`src/logic/spi_settings.svh`:
```
`ifndef SPI_SETTINGS_SVH
`define SPI_SETTINGS_SVH

// widest character the transceiver can move
`define SPI_CHAR_NBITS 32

// length field holds the length minus one
`define SPI_LEN_NBITS 5

// each sck half period is divider + 1 clocks
`define SPI_DIV_NBITS 10

`endif
```
`src/logic/spi_pkg.sv`:
```
`include "spi_settings.svh"

package spi_pkg;

    typedef logic [`SPI_CHAR_NBITS-1:0] spi_char_t;
    typedef logic [`SPI_LEN_NBITS-1:0]  spi_len_t;   // length - 1, also bit index
    typedef logic [`SPI_DIV_NBITS-1:0]  spi_div_t;

    typedef struct packed {
        logic     cpol;
        logic     cpha;
        logic     lsb_first;
        logic     loop;       // sample mosi instead of miso
        spi_len_t char_len;
        spi_div_t divider;
    } spi_cfg_t;

    typedef enum logic [1:0] {
        idle,
        shift,
        finish
    } spi_state_t;

    // ones in the low len + 1 bits
    function automatic spi_char_t len_mask(input spi_len_t len);
        return {`SPI_CHAR_NBITS{1'b1}} >> (`SPI_CHAR_NBITS - 1 - len);
    endfunction

endpackage

```
`src/logic/spi_char_trx.sv`:
```
`timescale 1ns/1ps

module spi_char_trx (
    input  logic               S_CHAR_GO,
    input  logic               S_RESETN,
    input  logic               enable,
    input  spi_pkg::spi_cfg_t  cfg,
    input  logic               start,
    input  spi_pkg::spi_char_t wchar,
    output spi_pkg::spi_char_t rchar,
    output logic               done,
    output logic               busy,
    output logic               sck,
    input  logic               miso,
    output logic               mosi
);

    spi_pkg::spi_state_t state;
    spi_pkg::spi_cfg_t   cfg_q;
    spi_pkg::spi_cfg_t   cfg_cur;
    spi_pkg::spi_len_t   bit_cnt;
    logic                tail;
    logic                accept;
    logic                load;
    logic                run;
    logic                launch;
    logic                sample;
    logic                capture;
    logic                tx_launch;
    logic                rx_bit;
    logic                last_bit;
    logic                last_edge;

    assign busy      = (state != spi_pkg::idle);
    assign accept    = start && enable && !busy;
    assign load      = accept;
    assign last_edge = cfg_q.cpha ? (sample && last_bit) : (launch && tail);
    assign run       = (state == spi_pkg::shift) && !last_edge;  // no sck edge past the last one
    assign capture   = (state == spi_pkg::finish) && enable;
    assign cfg_cur   = busy ? cfg_q : cfg;               // live config until a start
    assign last_bit  = (bit_cnt == cfg_q.char_len);
    assign rx_bit    = cfg_cur.loop ? mosi : miso;

    // first bit is already out at load, so cpha 1 drops its first launch;
    // capture pushes mosi back to idle high
    assign tx_launch = (launch && !(cfg_q.cpha && bit_cnt == '0)) || capture;

    always_ff @(posedge S_CHAR_GO) begin
        if (accept) begin
            cfg_q <= cfg;
        end
    end

    always_ff @(posedge S_CHAR_GO or negedge S_RESETN) begin
        if (!S_RESETN) begin
            state   <= spi_pkg::idle;
            bit_cnt <= '0;
            tail    <= 1'b0;
            done    <= 1'b0;
        end else begin
            done <= capture;
            if (!enable) begin
                state <= spi_pkg::idle;              // abort, no done
                tail  <= 1'b0;
            end else begin
                case (state)
                    spi_pkg::idle: begin
                        if (accept) begin
                            state   <= spi_pkg::shift;
                            bit_cnt <= '0;
                            tail    <= 1'b0;
                        end
                    end
                    spi_pkg::shift: begin
                        if (sample) begin
                            if (!last_bit) begin
                                bit_cnt <= bit_cnt + 1'b1;
                            end else if (cfg_q.cpha) begin
                                state <= spi_pkg::finish;
                            end else begin
                                tail <= 1'b1;        // wait out the trailing edge
                            end
                        end
                        if (launch && tail) begin
                            state <= spi_pkg::finish;
                        end
                    end
                    spi_pkg::finish: begin
                        state <= spi_pkg::idle;
                        tail  <= 1'b0;
                    end
                    default: begin
                        state <= spi_pkg::idle;
                    end
                endcase
            end
        end
    end

    spi_sck_gen u_sck_gen (
        .S_CHAR_GO (S_CHAR_GO),
        .S_RESETN  (S_RESETN),
        .run       (run),
        .cpol      (cfg_cur.cpol),
        .cpha      (cfg_cur.cpha),
        .divider   (cfg_cur.divider),
        .sck       (sck),
        .launch    (launch),
        .sample    (sample)
    );

    spi_tx_shift u_tx_shift (
        .S_CHAR_GO (S_CHAR_GO),
        .S_RESETN  (S_RESETN),
        .load      (load),
        .launch    (tx_launch),
        .lsb_first (cfg_cur.lsb_first),
        .char_len  (cfg_cur.char_len),
        .wchar     (wchar),
        .mosi      (mosi)
    );

    spi_rx_shift u_rx_shift (
        .S_CHAR_GO (S_CHAR_GO),
        .S_RESETN  (S_RESETN),
        .sample    (sample),
        .capture   (capture),
        .rx_bit    (rx_bit),
        .lsb_first (cfg_cur.lsb_first),
        .char_len  (cfg_cur.char_len),
        .rchar     (rchar)
    );

endmodule

```
`src/logic/spi_rx_shift.sv`:
```
`timescale 1ns/1ps
`include "spi_settings.svh"

module spi_rx_shift (
    input  logic               S_CHAR_GO,
    input  logic               S_RESETN,
    input  logic               sample,
    input  logic               capture,
    input  logic               rx_bit,
    input  logic               lsb_first,
    input  spi_pkg::spi_len_t  char_len,
    output spi_pkg::spi_char_t rchar
);

    spi_pkg::spi_char_t shreg;
    spi_pkg::spi_char_t aligned;

    // lsb-first bits pile up at the top and must come down
    always_comb begin
        if (lsb_first) begin
            aligned = shreg >> (`SPI_CHAR_NBITS - 1 - char_len);
        end else begin
            aligned = shreg;
        end
    end

    always_ff @(posedge S_CHAR_GO) begin
        if (sample) begin
            if (lsb_first) begin
                shreg <= {rx_bit, shreg[`SPI_CHAR_NBITS-1:1]};
            end else begin
                shreg <= {shreg[`SPI_CHAR_NBITS-2:0], rx_bit};
            end
        end
    end

    always_ff @(posedge S_CHAR_GO or negedge S_RESETN) begin
        if (!S_RESETN) begin
            rchar <= '1;
        end else if (capture) begin
            rchar <= aligned & spi_pkg::len_mask(char_len);  // stale upper bits cleared
        end
    end

endmodule

```
`src/logic/spi_tx_shift.sv`:
```
`timescale 1ns/1ps
`include "spi_settings.svh"

module spi_tx_shift (
    input  logic               S_CHAR_GO,
    input  logic               S_RESETN,
    input  logic               load,
    input  logic               launch,
    input  logic               lsb_first,
    input  spi_pkg::spi_len_t  char_len,
    input  spi_pkg::spi_char_t wchar,
    output logic               mosi
);

    spi_pkg::spi_char_t shreg;
    spi_pkg::spi_char_t shreg_nxt;

    // bits past the character are ones, so mosi drifts high once it is sent
    always_comb begin
        if (load) begin
            shreg_nxt = wchar | ~spi_pkg::len_mask(char_len);
        end else if (lsb_first) begin
            shreg_nxt = {1'b1, shreg[`SPI_CHAR_NBITS-1:1]};
        end else begin
            shreg_nxt = {shreg[`SPI_CHAR_NBITS-2:0], 1'b1};
        end
    end

    always_ff @(posedge S_CHAR_GO) begin
        if (load || launch) begin
            shreg <= shreg_nxt;
        end
    end

    always_ff @(posedge S_CHAR_GO or negedge S_RESETN) begin
        if (!S_RESETN) begin
            mosi <= 1'b1;
        end else if (load || launch) begin
            if (lsb_first) begin
                mosi <= shreg_nxt[0];
            end else begin
                mosi <= shreg_nxt[char_len];             // msb sits at the length index
            end
        end
    end

endmodule

```
`src/logic/spi_sck_gen.sv`:
```
`timescale 1ns/1ps

module spi_sck_gen (
    input  logic              S_CHAR_GO,
    input  logic              S_RESETN,
    input  logic              run,
    input  logic              cpol,
    input  logic              cpha,
    input  spi_pkg::spi_div_t divider,
    output logic              sck,
    output logic              launch,
    output logic              sample
);

    spi_pkg::spi_div_t half_cnt;
    logic              expire;
    logic              leading;

    assign expire  = run && (half_cnt == divider);   // sck toggles on the next edge
    assign leading = (sck == cpol);                  // leaving the rest level

    always_ff @(posedge S_CHAR_GO or negedge S_RESETN) begin
        if (!S_RESETN) begin
            half_cnt <= '0;
            sck      <= 1'b0;
        end else if (!run) begin
            half_cnt <= '0;
            sck      <= cpol;                        // park at rest level
        end else if (expire) begin
            half_cnt <= '0;
            sck      <= ~sck;
        end else begin
            half_cnt <= half_cnt + 1'b1;
        end
    end

    // cpha 0 samples on the leading edge, cpha 1 launches on it
    always_ff @(posedge S_CHAR_GO or negedge S_RESETN) begin
        if (!S_RESETN) begin
            launch <= 1'b0;
            sample <= 1'b0;
        end else begin
            launch <= expire && (leading == cpha);
            sample <= expire && (leading != cpha);
        end
    end

endmodule

```
`config.mk`:
```
export PLATFORM = sky130hd
export DESIGN_NAME = spi_char_trx
export DESIGN_NICKNAME = d
export VERILOG_FILES = /design/src/logic/spi_pkg.sv /design/src/logic/spi_char_trx.sv /design/src/logic/spi_rx_shift.sv /design/src/logic/spi_tx_shift.sv /design/src/logic/spi_sck_gen.sv
export VERILOG_INCLUDE_DIRS = /design/src /design/src/logic
export SDC_FILE = /design/constraint.sdc
export NUM_CORES = 1
export LEC_CHECK = 0
export ABC_AREA = 1
export ABC_CLOCK_PERIOD_IN_PS = 3900
export BUFFER_PORTS_ARGS = -buffer_cell sky130_fd_sc_hd__buf_2
export CAP_MARGIN = 30
export CORE_MARGIN = 2
export CORE_UTILIZATION = 55
export DETAILED_ROUTE_END_ITERATION = 10
export PLACE_DENSITY = 0.73
export SLEW_MARGIN = 20
export SYNTH_ARGS = -nofsm -noshare
export SYNTH_HDL_FRONTEND = slang
export SYNTH_SLANG_ARGS = --single-unit
```
`constraint.sdc`:
```
create_clock -name S_CHAR_GO -period 3.9 [get_ports S_CHAR_GO]
set_input_delay 0.39 -clock S_CHAR_GO [delete_from_list [all_inputs] [get_ports S_CHAR_GO]]
set_output_delay 0.39 -clock S_CHAR_GO [all_outputs]
set_load 0.01 [all_outputs]
```
==> out/summary.txt <==
Status: completed
Maxcap violations: 0
R2r startpoint: state[0]$_DFFE_PN0P_
Synth Instances: 1202
DR iter-0 viols: 980
Logic pwr share: 0.343
Post-synth EDFFs: 83
Core ar.: 15800 sq um
Critical path endpoint category: flip-flop
Max-slew violation count: 0
Worst IR Drop VDD: 395 uV
Clk_lat worst skew: 430 ps
Worst path depth: 14
Flop-to-flop setup slack: 920 ps
Diode count: 0
Area Overhead vs Synth: 13.6%
Clock skew: 9.79 ps
Mapped Nets: 1261
Hpwl dp: 19900 microns
Final period utilization: 0.765
Die footprint: 17200 sq um
Worst Setup EP: u_tx_shift.mosi$_DFFE_PN1P_
Startpoint types: flip-flop
Synthesized area per cell: 7.41 sq um
Fillers: 1440
Switching power: 2.13 mW
TNS Setup: 0 ps
Worst Path Buf+Inv: 0
Row Count: 46
Setup Fix Bufs, Post-CTS: 0
Fmax: 335 MHz
Flip-flop and latch area: 3910 sq um
Max-slew headroom: 0.395
CTS resizes: 0
Worst reg2reg path depth: 14
DRT antenna net count: 0
Footprint of the multi-input gates: 4290 sq um
Largest net degree at the start of global routing: 58
Htree depth: 4
Worst-path fanout max: 37
CP max-delay cell: nand2_2
Initial antenna violation count: 0
Vias/cell: 5.77
Hold path start: cfg[17]
Syn Std Cell Area: 8900 sq um
RR Endpoint: u_tx_shift.mosi$_DFFE_PN1P_
Yosys warning count: 0
Primary FF master, synth: edfxtp_1
Critical path's largest stage delay: 490 ps
Num CTS Buffers: 17
Final WL: 27300 microns
Synth top area share: 0.280
Vias in the first global route: 8049
Critical path arrival: 3350 ps
CTS tree: yes
Seq cells post-synth: 138
Flop pwr share: 0.361
Clock power frac: 0.296
Type of the worst setup path: reg2reg
Slew of the pin with the lowest slew margin: 901 ps
Placer's final routability congestion estimate: 0.980
Final Hold Vio Count: 0
Family with the most delay on the worst path: simple AND/OR/NAND/NOR gates
Largest cells by area after synthesis: edfxtp_1 28%, nand2_1 17%, dfstp_2 9.7%, nand3_1 6.7%, dfrtp_1 6.2%
Register area share after synthesis: 0.439
Placed insts: 1471
Die width: 131 microns
# IOs: 92
Drt drc: 0
Pwr/cell area: 541 nW/um^2
Initial Util: 0.563
Hold/Removal Path Class: in2reg
Switching share of power: 0.388
Clock sinks: 138
Most common cell on crit path: nand2_1
Nets: 1334
Fin crit period: 2980 ps
CP Cell Sequence: nor2_4 -> nand2_1 -> nand2_2 -> nand2_1 -> a21oi_1 -> nand3b_1 -> nand3_1 -> nand3_1 -> nand2_1 -> nand3_1 -> nor2_1 -> nand2_1 -> nand2_1 -> nand2_1
Clock Root Buffer: clkbuf_16
Overflow after GRT: 0
Die H: 131 microns
Synth area leader: edfxtp_1
Top cells by count, synth: 407 x nand2_1, 119 x nand3_1, 111 x inv_1
RSZ-0062 raised after global routing: false
Internal: 3.35 mW
Design Area, Final: 10100 sq um
CTS Hold Bufs: 1
Crit path launch: state[0]$_DFFE_PN0P_
# setup viols final: 0
Most numerous cell in the Yosys netlist: nand2_1
Layout Cells excl Fill: 1504
WL/cell: 18.2 microns
Via count: 8677
Cell variety after synth: 45
Clk slew on worst S/H paths: 70 ps
First-pass GRT wire length: 43000 microns
Critical Path RT: 4260 ps
Area after DPL: 9530 sq um
Total GRT Usage: 0.318
PortBufs: 91
CTS Buffer Depth: 2
Share of cells above drive strength 1: 0.156
First-pass iteration count of the detailed router: 5
Ys async rst share: 0.399
Leakage: 4.62 nW
[routing by layer]
metal | part of all wire | vias up | global-route usage
li1 | - | 4126 | -
met1 | 0.43 | 4042 | 0.449
met2 | 0.45 | 450 | 0.485
met3 | 0.095 | 59 | 0.0710
met4 | 0.030 | 0 | 0.115
met5 | 0 | - | 0
[how the worst min path moves through the flow]
stage               depth (start not counted)  slack [ps]                              end
floorplan                                   0          90           bit_cnt[0]$_DFFE_PN0P_
global placement                            2         460  u_rx_shift.rchar[3]$_DFFE_PN1P_
detailed placement                          1         290  u_sck_gen.half_cnt[2]$_DFF_PN0_
CTS                                         1         140               cfg_q[0]$_DFFE_PP_
global route                                1         130               cfg_q[0]$_DFFE_PP_
finish                                      1         150              cfg_q[17]$_DFFE_PP_
[area by class of cell]
class,instances,area share
sequential,138,0.386
clock inverter,15,0.0153
tap,216,0.0267
multi-input combinational,893,0.424
clock buffer,17,0.0420
inverter,114,0.0423
timing repair buffer,111,0.0633
[power by group through the flow]
| stage | logic (mW) | registers (mW) | clock network (mW) |
|---|---|---|---|
| 4_1_cts | 1.84 | 1.97 | 1.63 |
| 6_report | 1.88 | 1.98 | 1.62 |
| 5_1_grt | 2.06 | 1.99 | 1.70 |
| 2_1_floorplan | 1.20 | 2.03 | 0 |
| 3_5_place_dp | 1.83 | 2.00 | 0 |
| 3_3_place_gp | 1.80 | 2.00 | 0 |
[layout by cell type (no fill, tap or decap), types with 5 or more instances in the layout]
cell type	count
clkbuf_16	17
nor2_1	62
nand2_1	406
o21ai_0	102
xor2_1	12
o211ai_1	15
dfrtp_1	22
buf_4	16
o21ai_1	32
dfstp_2	33
o21a_1	5
buf_2	91
inv_1	111
mux2i_1	16
a21oi_1	25
nand2_2	10
edfxtp_1	83
and2_1	18
nor3_1	13
nand3b_1	10
nand3_1	119
o22ai_1	6
[metrics by stage]
stage | total power [mW] | worst slack, ps | util | hold slack [ps]
finish | 5.48 | 916 | 0.639 | 147
global route | 5.75 | 623 | 0.639 | 133
CTS | 5.45 | 982 | 0.639 | 139
detailed placement | 3.82 | 1040 | 0.602 | 293
global placement | 3.80 | 1070 | 0.600 | 455
floorplan | 3.24 | 834 | - | 94.4
[flip-flops by register name (all words and copies together), names as in the netlist]
name,cells
bit_cnt,5
cfg_q,19
done,1
state,2
tail,1
u_rx_shift.rchar,32
u_rx_shift.shreg,32
u_sck_gen.half_cnt,10
u_sck_gen.launch,1
u_sck_gen.sample,1
u_sck_gen.sck,1
u_tx_shift.mosi,1
u_tx_shift.shreg,32
[kinds of logic after synthesis]
logic type,share of synthesized area
AOI/OAI and AO/OA,0.125
adders and majority gates,0.00422
and+or+nand+nor,0.317
xor gates and xnor gates,0.0148
DFF,0.439
muxes,0.0180
buffers and inverters,0.0812
No activity file was read; power rests on OpenSTA's default activity.
